==> config.mk <==
export PLATFORM = sky130hd
export DESIGN_NAME = window_average
export DESIGN_NICKNAME = d
export VERILOG_FILES = /design/src/logic/pool_csr_pkg.sv /design/src/logic/pool_data_pkg.sv /design/src/logic/window_average.sv
export SDC_FILE = /design/constraint.sdc
export NUM_CORES = 2
export LEC_CHECK = 0
export BUFFER_PORTS_ARGS = -buffer_cell sky130_fd_sc_hd__buf_2
export CAP_MARGIN = 10
export CELL_PAD_IN_SITES_DETAIL_PLACEMENT = 1
export CELL_PAD_IN_SITES_GLOBAL_PLACEMENT = 1
export CORE_ASPECT_RATIO = 1.25
export CORE_MARGIN = 3
export CORE_UTILIZATION = 40
export DETAILED_ROUTE_END_ITERATION = 16
export PLACE_DENSITY = 0.73
export SKIP_CTS_REPAIR_TIMING = 1
export SYNTH_ARGS = -nofsm -noshare
export SYNTH_HDL_FRONTEND = slang
export SYNTH_SLANG_ARGS = --single-unit
==> constraint.sdc <==
create_clock -name axi_clk -period 22.2 [get_ports axi_clk]
set_input_delay 4.44 -clock axi_clk [delete_from_list [all_inputs] [get_ports axi_clk]]
set_output_delay 4.44 -clock axi_clk [all_outputs]
set_load 0.01 [all_outputs]
==> src/logic/pool_csr_pkg.sv <==
// Control port definitions for the average-pooling engine
// Register offsets, bus widths and the register word layouts
`default_nettype none

package pool_csr_pkg;

    // ------------------------------------------------------------
    // Bus widths
    // ------------------------------------------------------------
    localparam int AXI_DATA_WIDTH = 32;     // Control and stream word
    localparam int AXI_ADDR_WIDTH = 10;
    localparam int CFG_DIM_WIDTH  = 16;     // Image width and height fields

    // ------------------------------------------------------------
    // Register map, byte offsets
    // ------------------------------------------------------------
    localparam logic [AXI_ADDR_WIDTH-1:0] CSR_START_OFF  = 10'd0;
    localparam logic [AXI_ADDR_WIDTH-1:0] CSR_CLEAR_OFF  = 10'd4;
    localparam logic [AXI_ADDR_WIDTH-1:0] CSR_INFO_OFF   = 10'd8;   // Read only
    localparam logic [AXI_ADDR_WIDTH-1:0] CSR_WIDTH_OFF  = 10'd16;
    localparam logic [AXI_ADDR_WIDTH-1:0] CSR_HEIGHT_OFF = 10'd20;

    localparam logic [3:0] POOL_LAYER_KEY = 4'd1;   // Identifies an average pool layer

    // Info word, key sits in the low nibble
    typedef struct packed {
        logic [19:0] reserved;
        logic [3:0]  channels;
        logic [3:0]  kernel;
        logic [3:0]  key;
    } pool_info_t;

    // One register word, raw or decoded as the info layout
    typedef union packed {
        logic [AXI_DATA_WIDTH-1:0] raw;
        pool_info_t                info;
    } csr_word_u;

    // Configuration handed to the datapath
    typedef struct packed {
        logic                     start;
        logic [CFG_DIM_WIDTH-1:0] width;
        logic [CFG_DIM_WIDTH-1:0] height;
    } pool_cfg_t;

endpackage

`default_nettype wire

==> src/logic/pool_data_pkg.sv <==
// Datapath types for the average-pooling engine
// Pixel words, the output stream beat and the sequencer states
`default_nettype none

package pool_data_pkg;

    import pool_csr_pkg::*;

    // One channel value of one pixel
    typedef logic [AXI_DATA_WIDTH-1:0] pixel_word_t;

    // Registered output beat
    typedef struct packed {
        pixel_word_t data;
        logic        last;      // Final word of the frame
    } stream_beat_t;

    // ------------------------------------------------------------
    // Sequencer states
    // ------------------------------------------------------------
    typedef enum logic [1:0] {
        SEQ_IDLE,       // Waiting for start
        SEQ_STREAM,     // Accepting pixels
        SEQ_DRAIN       // Frame input done, last window going out
    } seq_state_t;

endpackage

`default_nettype wire

==> src/logic/window_average.sv <==
// Sliding KERNEL_SIZE x KERNEL_SIZE window per channel
// Sums the window and registers the floored average
`timescale 1ns/1ns
`default_nettype none

module window_average
    import pool_data_pkg::*;
#(
    parameter int KERNEL_SIZE = 3,
    parameter int CHANNELS    = 3
) (
    input  wire          axi_clk,
    input  wire          axi_reset_n,
    input  pixel_word_t  column [CHANNELS][KERNEL_SIZE],
    input  wire          column_valid,
    input  wire          window_ready,
    output pixel_word_t  result [CHANNELS],
    output logic         result_valid
);

    localparam int K_SQ  = KERNEL_SIZE * KERNEL_SIZE;
    localparam int SUM_W = $bits(pixel_word_t) + $clog2(K_SQ);  // No overflow on the sum

    // Previous KERNEL_SIZE-1 columns, index 0 oldest
    pixel_word_t      win [CHANNELS][KERNEL_SIZE-1][KERNEL_SIZE];
    logic [SUM_W-1:0] win_sum [CHANNELS];

    // ------------------------------------------------------------
    // Window shift
    // ------------------------------------------------------------
    always_ff @(posedge axi_clk) begin
        if (column_valid) begin
            for (int c = 0; c < CHANNELS; c++) begin
                for (int j = 0; j < KERNEL_SIZE-2; j++) begin
                    win[c][j] <= win[c][j+1];
                end
                win[c][KERNEL_SIZE-2] <= column[c];
            end
        end
    end

    // Full window sum, stored columns plus the arriving one
    always_comb begin
        for (int c = 0; c < CHANNELS; c++) begin
            win_sum[c] = '0;
            for (int k = 0; k < KERNEL_SIZE; k++) begin
                win_sum[c] = win_sum[c] + SUM_W'(column[c][k]);
                for (int j = 0; j < KERNEL_SIZE-1; j++) begin
                    win_sum[c] = win_sum[c] + SUM_W'(win[c][j][k]);
                end
            end
        end
    end

    // ------------------------------------------------------------
    // Division and result register
    // ------------------------------------------------------------
    always_ff @(posedge axi_clk) begin
        if (column_valid && window_ready) begin
            for (int c = 0; c < CHANNELS; c++) begin
                result[c] <= pixel_word_t'(win_sum[c] / K_SQ);   // Floored
            end
        end
    end

    always_ff @(posedge axi_clk) begin
        if (!axi_reset_n) begin
            result_valid <= 1'b0;
        end else begin
            result_valid <= column_valid && window_ready;
        end
    end

endmodule

`default_nettype wire

; ---- Word level (Yosys, flattened, before mapping)
; Memories as Yosys holds them, arrays and structs flattened.
; Cells that the tools add are included.
[word_totals]
ram_bits = 576
word_cells = 35
out_inout_bits = 97
mem_count = 1
ff_bits = 97
[classes]
n_reduce_logical = 1
div_mod_pow = 3
addsub = 24
n_mux = 2
[memory_table]
columns = memory, words, word_bits, rd, rd_clocked_by_memory_dff, wr, line
row1 = win, 3, 192, 3, 0, 3, window_average.sv:25  ; pixel_word_t win [CHANNELS][KERNEL_SIZE-1][KERNEL_SIZE];
[ops]
columns = op, n
row1 = 36-bit by 32-bit adder with 36-bit output, 12
row2 = 35-bit by 32-bit adder with 36-bit output, 3
row3 = 36-bit by 4-bit divider with 36-bit output (second input constant), 3
row4 = 34-bit by 32-bit adder with 35-bit output, 3
row5 = 33-bit by 32-bit adder with 34-bit output, 3
row6 = 32-bit by 32-bit adder with 33-bit output, 3
row7 = 1-bit 2-to-1 mux, 2
row8 = 1-bit logical AND, 1

; ---- Depth between registers and ports, before layout
; An unclocked memory read counts as a cell.
[logic_depth]
depth_word = 10
mapped_depth = 84
mapped_depth_nobuf = 75

; ---- Least setup slack after synthesis
; No wires, ideal clock.
[synth_path]
kind = in2reg
start = input column[116] (netlist name)
end = register result[32] (netlist name) (data pin)
t_arrival_ns = 22.787
cell_stages = 77
setup_time_ns = 0.271
path_slack_ns = -0.857
path_cell_list = inv_1 fa_1 inv_1 fa_1 fa_1 inv_1 fa_1 inv_1 ha_1 clkbuf_1 a21oi_1 o21bai_1 a21o_1 a221o_1 or3_1 o21a_1 xor2_1 clkbuf_1 [41 not listed] o31ai_1 a2111oi_2 o32ai_1 nor4_2 mux2_4 a2111o_1 o31a_1 o21ba_4 xnor2_2 and3_4 o21ai_1 a21oi_1 ha_1 a21oi_1 nand2_1 a21o_1 o311ai_1 o211ai_2
[synth_via]
elab_chain_cells = 4
[synth_rtl]
columns = element, line
row1 = start: declaration, window_average.sv:14  ; input pixel_word_t column [CHANNELS][KERNEL_SIZE],
row2 = 36-bit by 32-bit adder with 36-bit output, window_average.sv:47  ; win_sum[c] = win_sum[c] + SUM_W'(column[c][k]);
row3 = 36-bit by 32-bit adder with 36-bit output (2 in a row), window_average.sv:49  ; win_sum[c] = win_sum[c] + SUM_W'(win[c][j][k]);
row4 = 36-bit by 4-bit divider with 36-bit output, window_average.sv:61  ; result[c] <= pixel_word_t'(win_sum[c] / K_SQ);
row5 = end signal: indexed assignment, window_average.sv:61
row6 = end: declaration, window_average.sv:17  ; output pixel_word_t result [CHANNELS],
; Every way passes these cells.
; A chain may end at the register's enable or synchronous reset.

; ---- Worst setup path in the final report
[layout_path]
start = input column[162] (netlist name)
end = register result[32] (netlist name) (data pin)
[layout_via]
elab_chain_cells = 9
[layout_rtl]
columns = element, line
row1 = 32-bit by 32-bit adder with 33-bit output, window_average.sv:49
row2 = 33-bit by 32-bit adder with 34-bit output, window_average.sv:49
row3 = 34-bit by 32-bit adder with 35-bit output, window_average.sv:47
row4 = 35-bit by 32-bit adder with 36-bit output, window_average.sv:49
row5 = 36-bit by 32-bit adder with 36-bit output, window_average.sv:49
row6 = 36-bit by 32-bit adder with 36-bit output, window_average.sv:47
row7 = 36-bit by 32-bit adder with 36-bit output (2 in a row), window_average.sv:49
row8 = 36-bit by 4-bit divider with 36-bit output, window_average.sv:61
; Every way passes these cells.

==> flow_summary.json <==
{
  "cp_max_fo": 6,
  "synth_ff_type": "edfxtp_1",
  "cap_violations": 0,
  "hold_violations": 0,
  "crit_path_start_kind": "input port",
  "synth-edff-count": 672,
  "dieArea_um2": 151000,
  "crit_type": "input port to flop",
  "clockRootBuffer": "clkbuf_16",
  "slowest_stage": "fa_1",
  "clock_skew_ns": 0.0463,
  "synth_seq_cells": 673,
  "n_fill_cell": 15300,
  "initial_core_util": 0.404,
  "wl_mm": 215,
  "fin_nets": 8313,
  "hold_depth": 0,
  "rsz0062_at_grt": "yes",
  "dr_wl_met2_mm": 117,
  "post-route-period-util": 1.04,
  "setup_viol": 7,
  "setup_slack_ns": -0.840,
  "ys_warn_count": 0,
  "cp.depth": 84,
  "final_area_um2": 83000,
  "synth_area_um2": 58700,
  "worstSkewPairLatency_ns": 0.71,
  "cts_tree": "done",
  "hp-class": "flop to flop",
  "drt_iter0_markers": 2877,
  "syn2layout_area_growth_pct": 41.4,
  "dp_hpwl_mm": 157,
  "antenna_found_initial": 37,
  "critical_path_arrival_ns": 23.46,
  "cpPeakStageDelay_ns": 0.60,
  "async_flop_share": 0,
  "drc": 0,
  "drive_gt1_frac": 0.417,
  "cts-buffers-inserted": 79,
  "track_usage": 0.251,
  "r2r_cells": 83,
  "slew_viol_final": 0,
  "syn_inst": 5318,
  "clk_pin_slew_worst_paths_ns": 0.06,
  "htreeDepth": 3,
  "multi_input_area_um2": 40800,
  "cp.required_ns": 22.62,
  "grt_start_max_net_pins": 169,
  "ys_types": 153,
  "met3WireLength_mm": 11.5,
  "routedLengthMet1_mm": 77.5,
  "die_w_um": 349,
  "io_buffers": 388,
  "final_util": 0.572,
  "seqCellArea_um2": 20200,
  "die_y_um": 434,
  "top_level_ports": 389,
  "vias": 52200,
  "fmax_mhz": 43.4,
  "viasPerCell": 5.67,
  "clock-sinks": 673,
  "post-route-min-period_ns": 23.04,
  "ant_nets": 0,
  "overflow": 0,
  "dr.pass1.iters": 5,
  "placed_area_um2": 73600,
  "relSlewSlack": 0.228,
  "violations": "setup timing",
  "end_kind": "flop",
  "grt_pass1_wl_mm": 302,
  "crit_buf_inv": 19,
  "critical-path-top-delay-family": "compound AO/OA/AOI/OAI gates",
  "rows": 156,
  "cpMostUsedCell": "buf_4",
  "routed.top_layer": "met5",
  "status": "finished with violations",
  "gp_congestion": 0.927,
  "routedWlPerCell_um": 23.3,
  "ys_seq_area_frac": 0.344,
  "clk_path_buf_depth": 3,
  "core_um2": 145000,
  "grt_pass1_vias": 56000,
  "synth.avg_cell_area_um2": 11.0,
  "synth_fp_nets": 6393,
  "worst_slew_pin_slew_ns": 1.16
}
## placed cells by master, fill, tap and decap left out, types with 28 or more instances in the layout
cell type	count
nand2_1	276
or3_1	31
xnor2_1	114
and3_1	33
o21ai_0	104
o211ai_1	101
ha_4	30
buf_2	382
o21ai_1	47
a31oi_1	40
nor3_1	72
and2_1	43
nand4_1	53
clkbuf_16	82
buf_4	1538
edfxtp_1	672
o21bai_1	28
o21ai_2	32
nor2_1	212
a211o_1	42
inv_1	683
o211a_1	29
fa_1	655
xor2_1	67
a211oi_2	33
o21a_1	37
a211oi_1	38
a21o_1	115
a21oi_1	163
nand3_1	111
buf_6	45
ha_1	77
a21oi_2	77
## cell type report
cell class / count / share of cell area
Multi-Input combinational cell: 3799 / 0.491
Sequential cell: 673 / 0.243
Clock inverter: 54 / 0.00828
Clock buffer: 89 / 0.0253
Timing Repair Buffer: 1976 / 0.170
Tap cell: 1896 / 0.0286
Inverter: 709 / 0.0321
Antenna cell: 23 / 0.000693
## flip-flops by register name, indices dropped and copies added (netlist names)
signal,flops
result,96
result_valid,1
win,576
## synth_stat cells, types with 16 or more instances
library cell,instances,area (um2)
a311oi_1,17,149
nand2_1,297,1110
nand2b_1,34,213
nor2_1,245,920
inv_1,703,2640
xor2_1,77,674
or3_1,46,288
o21ai_0,148,741
o2111ai_1,22,193
and3_1,52,325
o21ai_1,44,220
a31oi_1,72,450
a211oi_1,76,571
a221o_1,17,170
nand3_1,132,661
o21bai_1,30,225
a21oi_1,250,1250
and2_1,60,375
o211a_1,34,340
o21a_1,47,353
nor3_1,104,521
xnor2_1,133,1160
edfxtp_1,672,20200
nor2b_1,16,100
mux2i_1,44,440
a2111oi_0,17,149
clkbuf_1,81,304
o221ai_1,24,210
nor4_1,40,250
ha_1,117,1460
a211o_1,45,394
o31a_1,21,184
o22ai_1,32,200
buf_2,42,210
or2_2,22,138
o32ai_1,16,140
mux2_2,17,191
a21o_1,117,878
o211ai_1,101,758
nand4_1,53,332
or2_1,17,106
a22oi_1,17,128
fa_1,666,13300
o31ai_1,37,278
## metal layers
layer  vias to the layer above  global-route usage
li1                      23300                   -
met3                       579              0.0448
met1                     26900               0.277
met5                         -                   0
met4                        26              0.0813
met2                      1456               0.484
## through the flow
step	setup slack, ns	TNS (ns)	instances	hold WS, ns
2_1_floorplan	-0.212	-0.223	5318	0.448
3_3_place_gp	-1.44	-10.62	8841	0.451
3_5_place_dp	-2.20	-16.96	8841	0.459
4_1_cts	-1.48	-8.84	8984	0.449
5_1_grt	-1.73	-10.30	9201	0.471
6_report	-0.840	-3.25	9219	0.446
## final timing paths
path / to / startpoint / slack [ns]
setup / recovery: result[32] / column[162] / -0.84
hold / removal: win[2][182] / win[2][86] / 0.45
setup reg to reg: result[32] / win[1][2] / 2.58
hold reg to reg: win[2][182] / win[2][86] / 0.45
## logic make-up (layout without fill, tap and decap cells)
kind of cell | count (synthesis) | count (layout) | share of synthesized area
muxes | 66 | 66 | 0.0121
and+or+nand+nor | 1229 | 1229 | 0.108
adders and majority gates | 793 | 793 | 0.254
xor gates and xnor gates | 217 | 217 | 0.0334
other | 0 | 23 | 0
AOI/OAI and AO/OA | 1493 | 1494 | 0.192
DFF | 673 | 673 | 0.344
buffers and inverters | 847 | 2828 | 0.0560
## worst reg2reg max path: cells and delay by family, from the launching register on
kind,cells,cell delay [ns]
AO/OA/AOI/OAI,43,10.02
adder cells (fa/ha/maj),7,2.87
multiplexers,3,0.75
buffers and inverters,18,3.03
flip-flops,1,0.42
XOR/XNOR,2,0.29
AND/OR/NAND/NOR,10,1.98
Power is not shown: default switching activity piles up to over one toggle a cycle in this logic, so the estimate is an artifact.
