[src/logic/pool_csr_pkg.sv]
// Control port definitions for the average-pooling engine
// Register offsets, bus widths and the register word layouts
`default_nettype none

package pool_csr_pkg;

    // ------------------------------------------------------------
    // Bus widths
    // ------------------------------------------------------------
    localparam int AXI_DATA_WIDTH = 32;     // Control and stream word
    localparam int AXI_ADDR_WIDTH = 10;
    localparam int CFG_DIM_WIDTH  = 16;     // Image width and height fields

    // ------------------------------------------------------------
    // Register map, byte offsets
    // ------------------------------------------------------------
    localparam logic [AXI_ADDR_WIDTH-1:0] CSR_START_OFF  = 10'd0;
    localparam logic [AXI_ADDR_WIDTH-1:0] CSR_CLEAR_OFF  = 10'd4;
    localparam logic [AXI_ADDR_WIDTH-1:0] CSR_INFO_OFF   = 10'd8;   // Read only
    localparam logic [AXI_ADDR_WIDTH-1:0] CSR_WIDTH_OFF  = 10'd16;
    localparam logic [AXI_ADDR_WIDTH-1:0] CSR_HEIGHT_OFF = 10'd20;

    localparam logic [3:0] POOL_LAYER_KEY = 4'd1;   // Identifies an average pool layer

    // Info word, key sits in the low nibble
    typedef struct packed {
        logic [19:0] reserved;
        logic [3:0]  channels;
        logic [3:0]  kernel;
        logic [3:0]  key;
    } pool_info_t;

    // One register word, raw or decoded as the info layout
    typedef union packed {
        logic [AXI_DATA_WIDTH-1:0] raw;
        pool_info_t                info;
    } csr_word_u;

    // Configuration handed to the datapath
    typedef struct packed {
        logic                     start;
        logic [CFG_DIM_WIDTH-1:0] width;
        logic [CFG_DIM_WIDTH-1:0] height;
    } pool_cfg_t;

endpackage

`default_nettype wire

[src/logic/pool_data_pkg.sv]
// Datapath types for the average-pooling engine
// Pixel words, the output stream beat and the sequencer states
`default_nettype none

package pool_data_pkg;

    import pool_csr_pkg::*;

    // One channel value of one pixel
    typedef logic [AXI_DATA_WIDTH-1:0] pixel_word_t;

    // Registered output beat
    typedef struct packed {
        pixel_word_t data;
        logic        last;      // Final word of the frame
    } stream_beat_t;

    // ------------------------------------------------------------
    // Sequencer states
    // ------------------------------------------------------------
    typedef enum logic [1:0] {
        SEQ_IDLE,       // Waiting for start
        SEQ_STREAM,     // Accepting pixels
        SEQ_DRAIN       // Frame input done, last window going out
    } seq_state_t;

endpackage

`default_nettype wire

[src/logic/pool_sequencer.sv]
// Frame sequencing for the pooling engine
// Counts channel, column and row, gates input and serializes results out
`timescale 1ns/1ns
`default_nettype none

module pool_sequencer
    import pool_csr_pkg::*, pool_data_pkg::*;
#(
    parameter int KERNEL_SIZE = 3,
    parameter int CHANNELS    = 3,
    parameter int MAX_WIDTH   = 64,
    localparam int X_W  = $clog2(MAX_WIDTH),
    localparam int CH_W = (CHANNELS > 1) ? $clog2(CHANNELS) : 1
) (
    input  wire               axi_clk,
    input  wire               axi_reset_n,
    input  pool_cfg_t         cfg,
    input  wire               s_axis_valid,
    output logic              s_axis_ready,
    output logic              pixel_write,
    output logic [X_W-1:0]    x,
    output logic [CH_W-1:0]   ch,
    output logic              frame_clear,
    output logic              window_ready,
    input  pixel_word_t       result [CHANNELS],
    input  wire               result_valid,
    output logic              m_axis_valid,
    input  wire               m_axis_ready,
    output stream_beat_t      out_beat
);

    localparam int OI_W = $clog2(CHANNELS + 1);

    seq_state_t               state;
    logic [CFG_DIM_WIDTH-1:0] y;
    logic                     last_ch;
    logic                     row_end;
    logic                     frame_end;
    logic                     final_win;    // Window in flight is the frame's last
    logic [OI_W-1:0]          out_idx;      // Next word to present
    pixel_word_t              hold [CHANNELS];

    // One window at a time through the pipeline and output stage
    // No input while the line buffers flush
    assign s_axis_ready = cfg.start && (state == SEQ_STREAM) && !m_axis_valid
                          && !window_ready && !result_valid && !frame_clear;
    assign pixel_write  = s_axis_valid && s_axis_ready;
    assign last_ch      = (ch == CH_W'(CHANNELS-1));
    assign row_end      = (x == cfg.width - 1'b1);
    assign frame_end    = row_end && (y == cfg.height - 1'b1);

    // ------------------------------------------------------------
    // State machine and position counters
    // ------------------------------------------------------------
    always_ff @(posedge axi_clk) begin
        if (!axi_reset_n) begin
            state        <= SEQ_IDLE;
            ch           <= '0;
            x            <= '0;
            y            <= '0;
            final_win    <= 1'b0;
            frame_clear  <= 1'b0;
            window_ready <= 1'b0;
        end else begin
            frame_clear  <= 1'b0;
            // Lines up with column_valid from the line buffer
            window_ready <= pixel_write && last_ch && (x >= X_W'(KERNEL_SIZE-1))
                            && (y >= CFG_DIM_WIDTH'(KERNEL_SIZE-1));
            case (state)
                SEQ_IDLE: begin
                    ch <= '0;
                    x  <= '0;
                    y  <= '0;
                    if (cfg.start) state <= SEQ_STREAM;
                end
                SEQ_STREAM: begin
                    if (!cfg.start) begin
                        state <= SEQ_IDLE;      // Soft clear drops start
                    end else if (pixel_write) begin
                        if (!last_ch) begin
                            ch <= ch + 1'b1;
                        end else begin
                            ch <= '0;
                            x  <= row_end ? '0 : x + 1'b1;
                            if (row_end) y <= frame_end ? '0 : y + 1'b1;
                            if (frame_end) begin
                                state     <= SEQ_DRAIN;
                                final_win <= 1'b1;
                            end
                        end
                    end
                end
                SEQ_DRAIN: begin
                    if (m_axis_valid && m_axis_ready && out_beat.last) begin
                        state       <= SEQ_STREAM;
                        final_win   <= 1'b0;
                        frame_clear <= 1'b1;    // Flush line buffers for the next frame
                    end
                end
                default: state <= SEQ_IDLE;
            endcase
        end
    end

    // ------------------------------------------------------------
    // Output holding stage
    // ------------------------------------------------------------
    always_ff @(posedge axi_clk) begin
        if (result_valid) begin
            hold <= result;
        end
    end

    always_ff @(posedge axi_clk) begin
        if (!axi_reset_n) begin
            m_axis_valid <= 1'b0;
            out_beat     <= '0;
            out_idx      <= '0;
        end else if (result_valid) begin
            m_axis_valid  <= 1'b1;      // First channel straight from the sum register
            out_beat.data <= result[0];
            out_beat.last <= final_win && (CHANNELS == 1);
            out_idx       <= OI_W'(1);
        end else if (m_axis_valid && m_axis_ready) begin
            if (out_idx == OI_W'(CHANNELS)) begin
                m_axis_valid  <= 1'b0;
                out_beat.last <= 1'b0;
            end else begin
                out_beat.data <= hold[out_idx];
                out_beat.last <= final_win && (out_idx == OI_W'(CHANNELS-1));
                out_idx       <= out_idx + 1'b1;
            end
        end
    end

    // Stalled beat stays put until taken
    out_beat_stable: assert property (
        @(posedge axi_clk) disable iff (!axi_reset_n)
        (m_axis_valid && !m_axis_ready) |=> (m_axis_valid && $stable(out_beat))
    );

endmodule

`default_nettype wire

[config.mk]
export PLATFORM = sky130hd
export DESIGN_NAME = pool_sequencer
export DESIGN_NICKNAME = d
export VERILOG_FILES = /design/src/logic/pool_csr_pkg.sv /design/src/logic/pool_data_pkg.sv /design/src/logic/pool_sequencer.sv
export SDC_FILE = /design/constraint.sdc
export NUM_CORES = 1
export LEC_CHECK = 0
export BUFFER_PORTS_ARGS = -buffer_cell sky130_fd_sc_hd__clkbuf_2
export CORE_MARGIN = 8
export CORE_UTILIZATION = 35
export DETAILED_ROUTE_END_ITERATION = 8
export PLACE_DENSITY_LB_ADDON = 0.2
export SETUP_SLACK_MARGIN = 0.15
export SYNTH_ARGS = -nofsm -noshare
export SYNTH_HDL_FRONTEND = slang
export SYNTH_SLANG_ARGS = --single-unit
[constraint.sdc]
create_clock -name axi_clk -period 3.45 [get_ports axi_clk]
set_clock_uncertainty 0.1 [all_clocks]
set_input_delay 0.5175 -clock axi_clk [delete_from_list [all_inputs] [get_ports axi_clk]]
set_output_delay 0.5175 -clock axi_clk [all_outputs]
set_load 0.05 [all_outputs]
# Word level (Yosys, flattened, before mapping)
# Cells that the tools add are included.
word_totals:
  register_bits: 161
  out_inout_bits: 46
  word_cells: 119
classes:
  addsub: 6
  order_cmp: 3
  eq_ne: 18
  muxes: 42
  bitwise: 3
  n_reduce_logical: 32
ops:
  columns: ["cell", "count"]
  rows:
  - ["$mux 32", 3]
  - ["$mux 16", 5]
  - ["$mux 33", 2]
  - ["$bmux 32 s2", 1]
  - ["$pmux 16 s2", 1]
  - ["$sub 16x1->16 const B", 2]
  - ["$mux 6", 4]
  - ["$mux 2", 9]
  - ["$add 16x1->16 const B", 1]
  - ["$eq 16x16->1", 1]
  - ["$eq 6x16->1", 1]
  - ["$ge 16x2->1 const B", 1]
  - ["$ne 2x2->1 const B", 8]
  - ["$logic_and 1x1->1", 13]
  - ["$mux 1", 13]
  - ["$pmux 6 s2", 1]
  - ["$reduce_and 5->1", 2]
  - ["$ne 3x3->1 const B", 3]
  - ["$eq 2x2->1 const B", 4]
  - ["$reduce_and 2->1", 4]
  - ["$reduce_bool 2->1", 4]
  - ["$add 6x1->6 const B", 1]
  - ["$ge 6x2->1 const B", 1]
  - ["$pmux 2 s3", 1]
  - ["13 further kinds", 18]

# Longest topological paths before layout
logic_depth:
  word_depth: 10
  depth_mapped: 12
  depth_no_buf: 10

# Least setup slack after synthesis
# OpenSTA, ideal clock, no wires.
synth_timing:
  kind: "input port to flip-flop"
  start: "in result_valid"
  end: "reg y[1]"
  setup_time_ps: 70
  arrival_ps: 3309
  required_time_ps: 3280
  setup_slack_ps: -29
  stages: 11
  n_path_buf: 2
  cell_sequence: "clkbuf_1 > nor4b_1 > and3_1 > nand2_1 > inv_1 > nand3b_1 > a21oi_1 > buf_2 > nand2_1 > or4b_1 > a21oi_1"
synth_between:
  elab_chain_len: 6
synth_rtl:
  columns: ["item", "line", "source"]
  rows:
  - ["start, declared", "pool_sequencer.sv:26", "input wire result_valid,"]
  - ["$logic_not 1->1", "pool_sequencer.sv:46", "&& !window_ready && !result_valid && !frame_clear;"]
  - ["$logic_and 1x1->1 (2 in a row)", "pool_sequencer.sv:46", null]
  - ["net s_axis_ready", "pool_sequencer.sv:19", "output logic s_axis_ready,"]
  - ["$logic_and 1x1->1", "pool_sequencer.sv:47", "assign pixel_write = s_axis_valid && s_axis_ready;"]
  - ["net pixel_write", "pool_sequencer.sv:20", "output logic pixel_write,"]
  - ["$ne 2x2->1 (no line)", null, null]
  - ["$reduce_and 5->1 (no line)", null, null]
  - ["end signal, assigned", "pool_sequencer.sv:85", "if (row_end) y <= frame_end ? '0 : y + 1'b1;"]
  - ["end, declared", "pool_sequencer.sv:35", "logic [CFG_DIM_WIDTH-1:0] y;"]
# The timed path passes the listed nets, and every way through them passes these cells.
# A chain may end at the register's enable or synchronous reset.

# Final worst setup path
layout_timing:
  start: "in cfg[1] in the netlist's numbering"
  end: "reg state[1]"
layout_between:
  elab_chain_len: 5
layout_rtl:
  columns: ["item", "line", "source"]
  rows:
  - ["start, declared", "pool_sequencer.sv:17", "input pool_cfg_t cfg,"]
  - ["$sub 16x1->16", "pool_sequencer.sv:50", "assign frame_end = row_end && (y == cfg.height - 1'b1);"]
  - ["$eq 16x16->1", "pool_sequencer.sv:50", null]
  - ["$logic_and 1x1->1", "pool_sequencer.sv:50", null]
  - ["$ne 3x3->1 (no line)", null, null]
  - ["$reduce_and 5->1 (no line)", null, null]
  - ["end signal, assigned", "pool_sequencer.sv:57", "state <= SEQ_IDLE;"]
  - ["end signal, assigned", "pool_sequencer.sv:74", "if (cfg.start) state <= SEQ_STREAM;"]
  - ["end signal, assigned", "pool_sequencer.sv:78", "state <= SEQ_IDLE;"]
  - ["end, declared", "pool_sequencer.sv:34", "seq_state_t state;"]
# No other way between the ends.

==> impl_metrics.toml <==
[floorplanning]
start_util_pct = 35.76
die_h_microns = 162.8
die_area_sq_um = 26500
io_pins = 180
die_width_microns = 162.8
core_sq_um = 21090
row_count = 53

[hold_path]
hold-path-endpoint = "hold[51]$_DFFE_PP_"
hp-class = "input port to flop"
worstHoldStart = "result[51]"
whs_path_depth = 1

[sta]
rsz0062_at_grt = "no"
post-route-min-period_ns = 3.041
slew_viol_final = 0
fin_hold_ws_ns = 0.1622
setup-violations-final = 0
timing.final.hold_violations = 0
setup_tns_ns = 0
setup_ws_ns = 0.4089
relSlewSlack_pct = 34.97
worst_pin_slew_ns = 0.9754
period_share_pct = 88.15
clock.fmax_mhz = 328.8

[route]
ant_nets = 0
drcViolationCount = 0
drt-initial-drc-count = 414
routedWlPerCell_microns = 16.50
wirelength_microns = 19760
dr.pass1.iters = 5
viasPerCell = 4.994
vias = 5978

[clock_tree]
cts_setup_buffers = 0
htree_levels = 4
numCtsBuffers = 17
clk_latency_ns = 0.42
root_buffer = "clkbuf_16"
ctsResizeCount = 0
clock_path_buffers = 2
clock-sinks = 161
clk_pin_slew_ns = 0.07
cts_tree = "done"
ctsHoldBuffers = 0

[yosys]
synthCells = 731
ys_ff_latch = 161
synth_cell_type_count = 58
netlist_top_cells_count = "nor2_1 (138), edfxtp_1 (96), a21oi_1 (77)"
synth_top_area_share_pct = 38.23
ys.flop_type = "edfxtp_1"
synthArstFlopShare_pct = 0
syn_area_per_cell_sq_um = 10.32
synth_area_leaders = "edfxtp_1 (38%), dfxtp_1 (17%), nor2_1 (6.9%)"
yosys.area.top_type = "edfxtp_1"
synth_fp_nets = 873
yosysSeqAreaShare_pct = 55.48
mappedNetlistArea_sq_um = 7541
synth_edf_count = 96
yosysMostFrequentCell = "nor2_1"
yosysWarnings = 0

[outcome]
status = "complete, no violations"

[setup_path]
ff2ff_path_depth = 9
worstPathMaxFanout = 5
r2r_slack_ns = 0.66
worstSetupStartpointType = "input port"
arrival_ns = 3.27
path_class = "input port to flop"
cp.required_ns = 3.68
timing.rr.start = "state[0]$_SDFFE_PN0P_"
end_kind = "flop"
startpoint = "cfg[1]"
rr_endpoint = "y[1]$_SDFFE_PN0P_"

[cells_and_area]
area_growth_pct = 24.67
nets = 1050
fillers = 2066
final_cells = 1197
drive_above_1_share_pct = 27.80

[power]
leakagePower_nw = 3.584
ir_worst_vdd_v = 0.0003196
pwr_density_cell_nw_per_um2 = 492.6
finalPower_w = 0.004632

[run]
maxCapViolCount = 0

[grt]
gr-usage-all-layers_pct = 14.79
gr-total-overflow = 0
grt_pass1_wl_microns = 31230
grt_max_degree = 88
first_global_vias = 5982
antenna_found_initial = 1

[placement]
dp_slack_ns = -0.003778
detailed_place_hpwl_microns = 14090
port_buffers = 179
placedCellCount = 1164
gp_congestion = 0.8509
-- worst max-delay path, cell delays in order --
cell and delay [ns]:
clkbuf_2 0.11, inv_1 0.06, ha_1 0.15, or4b_1 0.54
nor3_2 0.21, o211ai_1 0.11, a2111oi_0 0.42, nand4b_1 0.17
nor4_2 0.48, nand4b_1 0.19, buf_4 0.17, a21oi_1 0.14
-- registers in the layout, summed over array words and instances, names as in the netlist --
| signal | flops |
|---|---|
| final_win | 1 |
| out_beat | 33 |
| m_axis_valid | 1 |
| hold | 96 |
| y | 16 |
| window_ready | 1 |
| ch | 2 |
| state | 2 |
| frame_clear | 1 |
| out_idx | 2 |
| x | 6 |
-- worst max-delay path by stage --
stage                                        to  depth (start not counted)
after floorplan               y[1]$_SDFFE_PN0P_                         10
after global placement       y[12]$_SDFFE_PN0P_                         12
after detailed placement     y[12]$_SDFFE_PN0P_                         12
after CTS                 state[1]$_SDFFE_PN0P_                         12
after global routing      state[1]$_SDFFE_PN0P_                         12
final                     state[1]$_SDFFE_PN0P_                         12
-- routing by layer --
layer | routed length [microns] | up-vias | global-route usage [%]
met5 | 0 | - | 0
met2 | 9418 | 166 | 24.42
met4 | 232 | 0 | 4.504
met1 | 8825 | 2769 | 18.37
met3 | 1279 | 15 | 4.297
li1 | - | 3028 | -
-- power by group --
| part | internal, W | switching, W | total (W) | leakage [nW] |
|---|---|---|---|---|
| Combinational | 0.000208 | 0.000367 | 0.000576 | 1.82 |
| Clock | 0.000972 | 0.000871 | 0.00184 | 0.289 |
| Sequential | 0.00217 | 0.0000453 | 0.00221 | 1.47 |
| Total | 0.00335 | 0.00128 | 0.00463 | 3.58 |
-- through the flow --
| stage | instance area [sq um] | utilization, % |
|---|---|---|
| detailed placement | 8816 | 41.81 |
| finish | 9402 | 44.58 |
| global route | 9402 | 44.58 |
| global placement | 8816 | 41.81 |
| floorplan | 7546 | - |
| CTS | 9399 | 44.57 |
-- layout by cell type (no fill, tap or decap), types with 10 or more instances in the layout --
cell,netlist,routed
a211oi_1,38,38
dfxtp_1,65,64
xor2_1,19,19
buf_4,1,22
nand2_1,28,28
xnor2_1,17,17
mux2i_1,35,35
clkbuf_16,0,17
inv_1,16,14
edfxtp_1,96,96
nor3_1,14,14
or4_1,10,10
clkbuf_2,0,178
a21oi_1,77,77
nor2_1,138,136
nand3_1,20,20
-- cell families (layout without fill, tap and decap cells) --
| family | Yosys count | count (layout) | synth area share [%] |
|---|---|---|---|
| and+or+nand+nor | 277 | 277 | 18.07 |
| adders and majority gates | 8 | 8 | 1.327 |
| other | 0 | 1 | 0 |
| xor gates and xnor gates | 36 | 36 | 4.181 |
| muxes | 38 | 38 | 5.094 |
| buffers and inverters | 60 | 250 | 3.086 |
| AOI/OAI and AO/OA | 151 | 151 | 12.76 |
| DFF | 161 | 161 | 55.48 |
-- area by class of cell --
cell class                 instances  area, sq um  area share [%]
antenna                            1        2.502         0.02662
clock buffer                      17        425.4           4.525
clock inverter                    15        157.7           1.677
inverter                          16        63.81          0.6787
multi-input combinational        510         3136           33.35
sequential                       161         4185           44.52
tap                              275        344.1           3.660
timing repair buffer             202         1087           11.57
Note: power is estimated with default switching activity, not from simulation.
