### config.mk
export PLATFORM = sky130hd
export DESIGN_NAME = pool_csr
export DESIGN_NICKNAME = d
export VERILOG_FILES = /design/src/logic/pool_csr_pkg.sv /design/src/logic/pool_csr.sv
export SDC_FILE = /design/constraint.sdc
export NUM_CORES = 1
export LEC_CHECK = 0
export ABC_AREA = 1
export BUFFER_PORTS_ARGS = -buffer_cell sky130_fd_sc_hd__buf_2
export CORE_MARGIN = 3
export CORE_UTILIZATION = 30
export CTS_CLUSTER_DIAMETER = 200
export DETAILED_ROUTE_END_ITERATION = 7
export GPL_TIMING_DRIVEN = 0
export MAX_ROUTING_LAYER = met4
export SLEW_MARGIN = 40
export SYNTH_ARGS = -nofsm -noshare
export SYNTH_HDL_FRONTEND = slang
export SYNTH_SLANG_ARGS = --single-unit
### constraint.sdc
create_clock -name axi_clk -period 1.4 [get_ports axi_clk]
set_input_delay 0.14 -clock axi_clk [delete_from_list [all_inputs] [get_ports axi_clk]]
set_output_delay 0.14 -clock axi_clk [all_outputs]
set_load 0.03 [all_outputs]
### src/logic/pool_csr_pkg.sv
// Control port definitions for the average-pooling engine
// Register offsets, bus widths and the register word layouts
`default_nettype none

package pool_csr_pkg;

    // ------------------------------------------------------------
    // Bus widths
    // ------------------------------------------------------------
    localparam int AXI_DATA_WIDTH = 32;     // Control and stream word
    localparam int AXI_ADDR_WIDTH = 10;
    localparam int CFG_DIM_WIDTH  = 16;     // Image width and height fields

    // ------------------------------------------------------------
    // Register map, byte offsets
    // ------------------------------------------------------------
    localparam logic [AXI_ADDR_WIDTH-1:0] CSR_START_OFF  = 10'd0;
    localparam logic [AXI_ADDR_WIDTH-1:0] CSR_CLEAR_OFF  = 10'd4;
    localparam logic [AXI_ADDR_WIDTH-1:0] CSR_INFO_OFF   = 10'd8;   // Read only
    localparam logic [AXI_ADDR_WIDTH-1:0] CSR_WIDTH_OFF  = 10'd16;
    localparam logic [AXI_ADDR_WIDTH-1:0] CSR_HEIGHT_OFF = 10'd20;

    localparam logic [3:0] POOL_LAYER_KEY = 4'd1;   // Identifies an average pool layer

    // Info word, key sits in the low nibble
    typedef struct packed {
        logic [19:0] reserved;
        logic [3:0]  channels;
        logic [3:0]  kernel;
        logic [3:0]  key;
    } pool_info_t;

    // One register word, raw or decoded as the info layout
    typedef union packed {
        logic [AXI_DATA_WIDTH-1:0] raw;
        pool_info_t                info;
    } csr_word_u;

    // Configuration handed to the datapath
    typedef struct packed {
        logic                     start;
        logic [CFG_DIM_WIDTH-1:0] width;
        logic [CFG_DIM_WIDTH-1:0] height;
    } pool_cfg_t;

endpackage

`default_nettype wire

### src/logic/pool_csr.sv
// AXI4-Lite slave holding the pooling control registers
// Takes single-beat writes and reads and drives the config to the datapath
`timescale 1ns/1ns
`default_nettype none

module pool_csr
    import pool_csr_pkg::*;
#(
    parameter int KERNEL_SIZE = 3,
    parameter int CHANNELS    = 3
) (
    input  wire                       axi_clk,
    input  wire                       axi_reset_n,
    input  wire  [AXI_ADDR_WIDTH-1:0] awaddr,
    input  wire                       awvalid,
    output logic                      awready,
    input  wire  [AXI_DATA_WIDTH-1:0] wdata,
    input  wire                       wvalid,
    output logic                      wready,
    output logic                      bvalid,
    input  wire                       bready,
    input  wire  [AXI_ADDR_WIDTH-1:0] araddr,
    input  wire                       arvalid,
    output logic                      arready,
    output csr_word_u                 rdata,
    output logic                      rvalid,
    input  wire                       rready,
    output pool_cfg_t                 cfg
);

    logic      wr_fire;     // Address and data taken together
    logic      ar_fire;
    logic      clear_pend;  // Soft clear lands one cycle later
    csr_word_u info_word;
    csr_word_u rd_word;

    // Address only accepted alongside its data
    assign awready = !bvalid && (!awvalid || wvalid);
    assign wready  = awvalid && !bvalid;
    assign wr_fire = awvalid && wvalid && !bvalid;
    assign arready = !rvalid;
    assign ar_fire = arvalid && !rvalid;

    // Constant identification word
    assign info_word.info = '{reserved: '0,
                              channels: 4'(CHANNELS),
                              kernel:   4'(KERNEL_SIZE),
                              key:      POOL_LAYER_KEY};

    // ------------------------------------------------------------
    // Read decode
    // ------------------------------------------------------------
    always_comb begin
        case (araddr)
            CSR_START_OFF:  rd_word.raw = AXI_DATA_WIDTH'(cfg.start);
            CSR_INFO_OFF:   rd_word = info_word;
            CSR_WIDTH_OFF:  rd_word.raw = AXI_DATA_WIDTH'(cfg.width);
            CSR_HEIGHT_OFF: rd_word.raw = AXI_DATA_WIDTH'(cfg.height);
            default:        rd_word.raw = '0;     // Clear and unmapped read zero
        endcase
    end

    always_ff @(posedge axi_clk) begin
        if (ar_fire) begin
            rdata <= rd_word;
        end
    end

    // ------------------------------------------------------------
    // Register writes and responses
    // ------------------------------------------------------------
    always_ff @(posedge axi_clk) begin
        if (!axi_reset_n) begin
            cfg        <= '0;
            clear_pend <= 1'b0;
            bvalid     <= 1'b0;
            rvalid     <= 1'b0;
        end else begin
            clear_pend <= wr_fire && (awaddr == CSR_CLEAR_OFF) && wdata[0];
            if (clear_pend) begin
                cfg <= '0;
            end else if (wr_fire) begin
                case (awaddr)
                    CSR_START_OFF:  cfg.start  <= wdata[0];
                    CSR_WIDTH_OFF:  cfg.width  <= wdata[CFG_DIM_WIDTH-1:0];
                    CSR_HEIGHT_OFF: cfg.height <= wdata[CFG_DIM_WIDTH-1:0];
                    default:        cfg        <= cfg;   // Info word is fixed
                endcase
            end
            if (wr_fire) begin
                bvalid <= 1'b1;
            end else if (bready) begin
                bvalid <= 1'b0;
            end
            if (ar_fire) begin
                rvalid <= 1'b1;
            end else if (rready) begin
                rvalid <= 1'b0;
            end
        end
    end

    // A write response always follows a completed address and data handshake
    bvalid_after_write: assert property (
        @(posedge axi_clk) disable iff (!axi_reset_n)
        $rose(bvalid) |-> $past(awvalid && awready && wvalid && wready)
    );

endmodule

`default_nettype wire

Yosys cells after proc, flatten, opt, wreduce, memory -nomap -nowiden:

Cells that the tools add are included.

* $add $sub $neg: 0
* multiply operators: 0
* div/mod/pow operators: 0
* $lt $le $gt $ge: 0
* equality and inequality tests: 6
* shift operators: 0
* multiplexer cells: 5
* bitwise gates (word level): 1
* reduce and logical (&&, ||, !) cells: 19

Operators with widths (number)
* case mux 16 bit (4 select lines): 1
* == test 10 x 5 -> 1 bit, second input constant: 4
* logical NOT 10 bit: 2
* == test 10 x 3 -> 1 bit, second input constant: 1
* == test 10 x 4 -> 1 bit, second input constant: 1
* logical AND 1 bit: 7
* AND reduction 2 bit: 3
* 2-to-1 mux 1 bit: 4
* nonzero test 2 bit: 2
* logical NOT 1 bit: 3
* OR reduction 2 bit: 1
* logical OR 1 bit: 1
* inverter 1 bit: 1

* register bits: 68
* bits in latches: 0
* memory bits (writable): 0
* bits in read-only memories: 0
* output and inout port bits: 70
* word-level logic and storage cells: 38
* memories: 0

Longest topological paths before layout:

Gate-level depths: netlist of run 1.

* word-level depth: 4
* gate-level depth with buffers: 8
* mapped depth without buffers: 7

Worst setup path after synthesis of run 1:

OpenSTA, ideal clock, no wires.

* kind: register to register
* start: register rvalid
* end: register rdata[0] (netlist bit), enable pin
* setup time: 367 ps
* arrival: 1102 ps
* data required time: 1033 ps
* slack: -69 ps
* cell stages (with the launch flop): 4
* path buffers: 0
* clock period less this slack: 1469 ps
* cell sequence: dfxtp_1 > inv_1 > nand2_1 > inv_1

* word-level cells in the longest chain between the ends: 2

Ends and longest elaborated chain
* start: declaration: RTL line pool_csr.sv:26 `output logic rvalid,`
* start signal: assignment: RTL line pool_csr.sv:77 `rvalid <= 1'b0;`
* start signal: assignment: RTL line pool_csr.sv:96 `rvalid <= 1'b1;`
* start signal: assignment: RTL line pool_csr.sv:98 `rvalid <= 1'b0;`
* logical NOT 1 bit
* via arready: RTL line pool_csr.sv:24 `output logic arready,`
* logical AND 1 bit: RTL line pool_csr.sv:42 `assign ar_fire = arvalid && !rvalid;`
* via ar_fire: RTL line pool_csr.sv:32 `logic ar_fire;`
* end signal: assignment: RTL line pool_csr.sv:65 `rdata <= rd_word;`
* end: declaration: RTL line pool_csr.sv:25 `output csr_word_u rdata,`

The timed path passes the listed nets, and every way through them passes these cells.
A chain may end at the register's enable or synchronous reset.

Worst setup path after layout of run 1:

* start: register rvalid
* end: register rvalid

* word-level cells in the longest chain between the ends: 3
* elaborated cells on any way between the ends: 4
* classes of those cells: mux: 1; reduce/logical: 3

Ends and longest elaborated chain (RTL line)
* logical NOT 1 bit *: pool_csr.sv:42
* logical AND 1 bit *: pool_csr.sv:42
* via ar_fire: pool_csr.sv:32
* 2-to-1 mux 1 bit / nonzero test 2 bit (equally long branches)

Mark *: on every way through the listed nets, which the timed path passes. The rest lies on a longest branch.

==> impl_metrics.tcl, run 1 <==
set metrics [dict create \
    status "complete, no violations" \
    crit_path_max_fanout 17 \
    yosysSeqAreaShare_pct 47.8 \
    finalCritPeriodShare_pct 90.8 \
    fill_cells 830 \
    cts_buffer_depth 2 \
    crit_type "flip-flop to flip-flop" \
    die-area_mm2 0.00950 \
    grt_antenna_before_repair 0 \
    rsz0062_at_grt "false" \
    synth_compound_area_share_pct 3.44 \
    place_ws_ns 0.0912 \
    grtUsageTotal_pct 14.0 \
    leakagePower_nw 1.82 \
    end_kind "flip-flop" \
    tritoncts "done" \
    nNetsFinal 512 \
    drc_errors 0 \
    port_buffers 96 \
    num_vias 2306 \
    synth_area_leaders "dfxtp_1, edfxtp_1, nand2_1, nor2_1, inv_1" \
    grt_pass1_wl_um 10400 \
    ys_ff_latch 52 \
    coreArea_mm2 0.00793 \
    setup_slack_ns 0.128 \
    ys_async_sr_fraction_pct 0 \
    area_growth_pct 30.4 \
    cts_root_buf "clkbuf_8" \
    wire_per_inst_um 11.9 \
    cts_setup_buffers 0 \
    detail-route-antenna-nets 0 \
    ctsResizeCount 0 \
    clkLatencyLatePin_ns 0.30 \
    yosys.area_share.xor_xnor_pct 0 \
    die_h_um 97.5 \
    netlist_top_cells_count "nand2_1, nor2_1, inv_1" \
    cp.arrival_ns 1.46 \
    cts_sinks 52 \
    syn_avg_cell_area_um2 7.50 \
    synth.area.mux_share_pct 0 \
    layout_min_cycle_time_ns 1.27 \
    diodes 0 \
    yosysTopAreaCell "dfxtp_1" \
    setup_viol 0 \
    synthCells 335 \
    fin_util_pct 41.3 \
    place_congestion 0.749 \
    dr.pass1.iters 4 \
    ioPinCount 129 \
    clk_pin_slew_ns 0.10 \
    skew_ns 0.00905 \
    synth_top_area_share_pct 28.7 \
    synth_top_family_by_area "simple AND/OR/NAND/NOR gates" \
    power.density_mw_per_mm2 866 \
    synth-edff-count 16 \
    cp-start-kind "flip-flop" \
    dp_hpwl_um 4900 \
    vdd_drop_max_v 0.000349 \
    max_stage_delay_ns 0.39 \
    drt_iter0_markers 80 \
    syn_area_mm2 0.00251 \
    clock.fmax_mhz 786 \
    yosys_warnings 0 \
    slowest_stage "clkinvlp_4" \
    viasPerCell 4.15 \
    cts_inserted_buffers 5 \
    yosys.area_share.adder_pct 0 \
    ys_types 21 \
    grt_pass1_vias 2127 \
    grt_max_degree 18 \
    worstPathRequired_ns 1.59 \
    die_x_um 97.5 \
    routed_wl_um 6590 \
    tns_ns 0 \
    drive_above_1_share_pct 32.6 \
    fp-row-count 32 \
    finalHoldViolCount 0 \
    synthSimpleGateAreaFrac_pct 32.5 \
    cts_hold_buf 0 \
    cts_max_level 2 \
    finalMaxSlewViolations 0 \
    worstPathCellList "inv_2, nand2_1, clkinvlp_4, o21a_1" \
    hp-class "input pin to flip-flop" \
    totalPowerFinal_mw 2.84 \
    yosysMostFrequentCell "nand2_1" \
    cap_viol_max_count 0 \
    initial_core_util_pct 31.7 \
    grt_overflow 0 \
    synthFlopType "dfxtp_1" \
]
[routing by layer]
| metal | global-route usage [%] | part of all wire, % | up-vias |
|---|---|---|---|
| met2 | 23.4 | 48 | 79 |
| met5 | - | 0 | - |
| met4 | 4.37 | 0.44 | 0 |
| li1 | - | - | 1213 |
| met3 | 2.80 | 7.9 | 2 |
| met1 | 17.0 | 43 | 1012 |
[area by class of cell]
| class | count | area (um^2) | share of cell area, % |
|---|---|---|---|
| flip-flops and latches | 52 | 1200 | 36.7 |
| multi-input cells | 219 | 963 | 29.4 |
| repair buffers | 96 | 480 | 14.7 |
| plain buffers | 29 | 215 | 6.57 |
| inverters | 50 | 191 | 5.85 |
| well taps | 102 | 128 | 3.90 |
| clock buffers | 7 | 86.3 | 2.64 |
| clock inverters | 1 | 7.51 | 0.229 |
[critical path, delay by kind of cell (launching register included)]
kind,cells,cell delay (ns)
flops,1,0.34
buf+inv,2,0.43
compound gates,1,0.31
simple gates,1,0.09
[worst paths after layout]
check,start,to,slack [ns],cells past startpoint
worst min register to register,clear_pend$_SDFF_PN0_,cfg[3]$_SDFFE_PP0P_,0.53,3
worst max register to register,rvalid$_SDFFE_PN0P_,rvalid$_SDFFE_PN0P_,0.13,4
worst max-delay path,rvalid$_SDFFE_PN0P_,rvalid$_SDFFE_PN0P_,0.13,4
worst min-delay path,wdata[13],cfg[13]$_SDFFE_PP0P_,0.08,3
[report_power, final]
group	leakage [nW]	switching (mW)	internal (mW)
logic	1.33	0.245	0.118
registers	0.451	0.00800	1.58
clock network	0.0445	0.486	0.403
[logic make-up after synthesis]
family,Yosys count
AOI/OAI and AO/OA,14
buffers and inverters,79
DFF,52
other,1
and+or+nand+nor,189
[through the flow]
step / cells / instance area (um^2) / hold slack [ns]
floorplan: 350 / 2570 / 0.258
global placement: 548 / 3180 / 0.380
detailed placement: 548 / 3180 / 0.385
CTS: 556 / 3270 / 0.0634
global route: 556 / 3270 / 0.0689
finish: 556 / 3270 / 0.0758
[cells in the final DEF, fill, tap and decap left out, types with 11 or more instances in the layout]
cell type,count
dfxtp_1,35
edfxtp_1,16
o22ai_1,11
nor2_1,79
buf_2,103
conb_1,16
nand3_1,18
nand2_1,81
inv_1,45
buf_4,18
[state kept, by name, summed over array words and instances (netlist names)]
| signal | cells |
|---|---|
| cfg | 33 |
| rdata | 16 |
| bvalid | 1 |
| clear_pend | 1 |
| rvalid | 1 |
Power figures use the tool's default switching activity.
==> run 2: changes to the inputs <==
Settings changed: BUFFER_PORTS_ARGS -buffer_cell sky130_fd_sc_hd__buf_2 to -buffer_cell sky130_fd_sc_hd__clkbuf_2.
==> impl_metrics.tcl, run 2 (same netlist as run 1, synthesis figures left out) <==
set metrics [dict create \
    end_kind "flip-flop" \
    coreArea_mm2 0.00793 \
    whs_endpoint "rvalid$_SDFFE_PN0P_" \
    grtUsageTotal_pct 14.2 \
    cp-start-kind "flip-flop" \
    worstPathCellList "inv_2, nand3_4, nor2_8, nand3_4, buf_2, nor2_1, nor2_1" \
    grt_pass1_vias 2106 \
    die-area_mm2 0.00950 \
    routed_wl_um 6740 \
    r2r-start "bvalid$_SDFFE_PN0P_" \
    viasPerCell 4.16 \
    leakagePower_nw 1.80 \
    dp_hpwl_um 5000 \
    cts_max_level 2 \
    wire_per_inst_um 12.1 \
    diodes 0 \
    grt_antenna_before_repair 0 \
    tritoncts "done" \
    tns_ns 0 \
    crit_path_max_fanout 10 \
    finalCritPeriodShare_pct 92.7 \
    grt_max_degree 18 \
    fp-row-count 32 \
    crit_type "flip-flop to flip-flop" \
    cap_viol_max_count 0 \
    die_x_um 97.5 \
    cts_sinks 52 \
    skew_ns 0.00430 \
    layout_commonest_cell "clkbuf_2" \
    fin_util_pct 41.3 \
    layout_min_cycle_time_ns 1.30 \
    finalHoldViolCount 0 \
    area_growth_pct 30.4 \
    grt_pass1_wl_um 10600 \
    drc_errors 0 \
    die_h_um 97.5 \
    r2r-end "cfg[0]$_SDFFE_PP0P_" \
    max_stage_delay_ns 0.35 \
    rsz0062_at_grt "false" \
    dr.pass1.iters 5 \
    power.density_mw_per_mm2 866 \
    whs_path_depth 2 \
    r2r_cells 7 \
    fill_cells 836 \
    instances_no_fill 556 \
    place_congestion 0.739 \
    port_buffers 96 \
    cts_setup_buffers 0 \
    cts_buffer_depth 2 \
    largest_reg_flops 33 \
    worstPathRequired_ns 1.60 \
    ctsResizeCount 0 \
    clk_pin_slew_ns 0.09 \
    top_register "cfg" \
    cp.arrival_ns 1.49 \
    clock.fmax_mhz 770 \
    detail-route-antenna-nets 0 \
    clkLatencyLatePin_ns 0.30 \
    drt_iter0_markers 92 \
    cts_hold_buf 0 \
    cts_root_buf "clkbuf_8" \
    nNetsFinal 512 \
    most-common-layout-cells "clkbuf_2, nand2_1, nor2_1" \
    drive_above_1_share_pct 32.6 \
    grt_overflow 0 \
    slowest_stage "dfxtp_1" \
    finalMaxSlewViolations 0 \
    cts_inserted_buffers 5 \
    hp-class "input pin to flip-flop" \
    status "complete, no violations" \
    setup_viol 0 \
    vdd_drop_max_v 0.000373 \
    hp-start "axi_reset_n" \
    initial_core_util_pct 31.7 \
    ioPinCount 129 \
    placed_cells 548 \
    num_vias 2312 \
    rrSetupSlack_ns 0.10 \
    top_regs "cfg (33), rdata (16)" \
]
## run 2: changes by cell type in the layout (fill, tap and decap cells not counted), sizes merged
cell	before	now
buf	125	29
clkbuf	7	103
## run 2: worst max-delay path: cells and delay by family (launching register included)
| family | cells | cell delay, ns |
|---|---|---|
| buffers and inverters | 2 | 0.32 |
| flip-flops | 1 | 0.35 |
| AND/OR/NAND/NOR | 5 | 0.52 |
## run 2: power by group
group | leakage (nW) | total [mW] | switching [mW] | internal (mW)
clock network | 0.0445 | 0.886 | 0.483 | 0.403
registers | 0.451 | 1.59 | 0.0104 | 1.58
logic | 1.31 | 0.363 | 0.246 | 0.117
total | 1.80 | 2.84 | 0.739 | 2.10
## run 2: final cells by class
type	instances	area, um^2	area share (%)
timing repair buffer	96	480	14.7
multi-input combinational	219	963	29.4
clock buffer	7	86.3	2.64
inverter	50	191	5.85
sequential	52	1200	36.7
tap	102	128	3.90
clock inverter	1	7.51	0.229
buffer	29	215	6.57
## run 2: metrics by stage
stage / worst slack [ns] / hold WS [ns] / power, mW / instance area [um^2]
after global placement: 0.119 / 0.382 / 1.98 / 3180
after global routing: 0.0144 / 0.0678 / 2.95 / 3270
after detailed placement: 0.0529 / 0.389 / 1.99 / 3180
final: 0.102 / 0.0719 / 2.84 / 3270
after floorplan: 0.137 / 0.258 / 1.86 / 2570
after CTS: 0.0874 / 0.0668 / 2.88 / 3270
## run 2: worst max-delay path by stage
| stage | startpoint | endpoint | slack (ns) | cells past startpoint |
|---|---|---|---|---|
| after global placement | rvalid$_SDFFE_PN0P_ | rvalid$_SDFFE_PN0P_ | 0.12 | 4 |
| after floorplan | rvalid$_SDFFE_PN0P_ | rvalid$_SDFFE_PN0P_ | 0.14 | 4 |
| final | bvalid$_SDFFE_PN0P_ | cfg[0]$_SDFFE_PP0P_ | 0.10 | 7 |
| after CTS | rvalid$_SDFFE_PN0P_ | rvalid$_SDFFE_PN0P_ | 0.09 | 4 |
| after detailed placement | araddr[1] | rdata[7]$_DFFE_PP_ | 0.05 | 7 |
| after global routing | bvalid$_SDFFE_PN0P_ | cfg[0]$_SDFFE_PP0P_ | 0.01 | 7 |
## run 2: metal layers
| layer | share of wire [%] | vias up | GRT usage (%) |
|---|---|---|---|
| met5 | 0 | - | - |
| met4 | 1.5 | 0 | 4.05 |
| met3 | 6.2 | 8 | 2.87 |
| met2 | 48 | 75 | 23.0 |
| met1 | 44 | 1014 | 18.1 |
| li1 | - | 1215 | - |
==> run 3: changes to the inputs <==
Settings changed: PLACE_DENSITY set to 0.61.
==> impl_metrics.tcl, run 3 (same netlist as run 1, synthesis figures left out) <==
set metrics [dict create \
    crit_type "flip-flop to flip-flop" \
    num_vias 2289 \
    vdd_drop_max_v 0.000352 \
    r2r-start "rvalid$_SDFFE_PN0P_" \
    die_x_um 97.5 \
    setup_viol 0 \
    cts_hold_buf 0 \
    skew_ns 0.00871 \
    initial_core_util_pct 31.7 \
    clock.fmax_mhz 774 \
    cts_sinks 52 \
    most-common-layout-cells "clkbuf_2, nand2_1, nor2_1" \
    grt_overflow 0 \
    coreArea_mm2 0.00793 \
    cp-start-kind "flip-flop" \
    top_register "cfg" \
    hp-class "input pin to flip-flop" \
    port_buffers 96 \
    drc_errors 0 \
    end_kind "flip-flop" \
    tns_ns 0 \
    leakagePower_nw 1.80 \
    grt_antenna_before_repair 0 \
    wire_per_inst_um 11.8 \
    cts_root_buf "clkbuf_8" \
    ioPinCount 129 \
    instances_no_fill 556 \
    fill_cells 824 \
    viasPerCell 4.12 \
    dr.pass1.iters 4 \
    finalMaxSlewViolations 0 \
    die-area_mm2 0.00950 \
    grt_pass1_wl_um 10300 \
    grt_max_degree 18 \
    die_h_um 97.5 \
    rsz0062_at_grt "false" \
    detail-route-antenna-nets 0 \
    place_ws_ns 0.0929 \
    cap_viol_max_count 0 \
    routed_wl_um 6570 \
    diodes 0 \
    dp_hpwl_um 4940 \
    layout_min_cycle_time_ns 1.29 \
    largest_reg_flops 33 \
    status "complete, no violations" \
    layout_commonest_cell "clkbuf_2" \
    tritoncts "done" \
    setup_slack_ns 0.108 \
    finalHoldViolCount 0 \
    finalCritPeriodShare_pct 92.3 \
    ctsResizeCount 0 \
    drt_iter0_markers 75 \
    grtUsageTotal_pct 13.7 \
    regArea_mm2 0.00120 \
    totalPowerFinal_mw 2.84 \
    grt_pass1_vias 2107 \
    nNetsFinal 512 \
    cts_max_level 2 \
    clkLatencyLatePin_ns 0.30 \
    worstPathRequired_ns 1.59 \
    multi_input_comb_area_um2 963 \
    cts_setup_buffers 0 \
    crit_path_max_fanout 17 \
    area_growth_pct 30.4 \
    cp.arrival_ns 1.48 \
    placed_cells 548 \
    fin_util_pct 41.3 \
    fp-row-count 32 \
    power.density_mw_per_mm2 867 \
    drive_above_1_share_pct 32.6 \
    cts_inserted_buffers 5 \
    hp-start "wdata[8]" \
    top_regs "cfg (33), rdata (16)" \
    clk_pin_slew_ns 0.09 \
    setup.worst_path.start "rvalid$_SDFFE_PN0P_" \
    cts_buffer_depth 2 \
    place_congestion 0.731 \
]
run 3: cell counts in the layout (fill, tap and decap cells not counted):
No cell type changed its count.
run 3: per-layer routing:
layer | global-route usage (%) | share of wire, % | vias up
li1 | - | - | 1217
met1 | 16.4 | 43 | 996
met2 | 22.7 | 48 | 72
met3 | 4.24 | 8.1 | 4
met4 | 3.30 | 0.64 | 0
met5 | - | 0 | -
run 3: metrics by stage:
stage / instance area [um^2] / hold WS [ns]
2_1_floorplan: 2570 / 0.258
3_3_place_gp: 3180 / 0.383
3_5_place_dp: 3180 / 0.390
4_1_cts: 3270 / 0.0712
5_1_grt: 3270 / 0.0744
6_report: 3270 / 0.0746
run 3: worst paths after layout:
check | end | cells past startpoint | slack (ns)
hold / removal | cfg[24]$_SDFFE_PP0P_ | 3 | 0.07
setup reg to reg | rvalid$_SDFFE_PN0P_ | 4 | 0.11
setup / recovery | rvalid$_SDFFE_PN0P_ | 4 | 0.11
hold reg to reg | cfg[3]$_SDFFE_PP0P_ | 3 | 0.52
run 3: critical path, stage by stage (launching register included):
cell	delay, ns
dfxtp_2	0.34
inv_2	0.04
nand2_1	0.09
clkinvlp_4	0.40
o21a_1	0.32
run 3: layout make-up:
| class | instances | area share (%) |
|---|---|---|
| Buffer | 29 | 6.57 |
| Clock buffer | 7 | 2.64 |
| Clock inverter | 1 | 0.229 |
| Inverter | 50 | 5.85 |
| Multi-Input combinational cell | 219 | 29.4 |
| Sequential cell | 52 | 36.7 |
| Tap cell | 102 | 3.90 |
| Timing Repair Buffer | 96 | 14.7 |
run 3: where the power goes:
group	switching, mW	leakage (nW)	internal (mW)	total, mW
clock	0.487	0.0445	0.403	0.890
sequential	0.00905	0.451	1.58	1.59
combinational	0.245	1.31	0.117	0.363
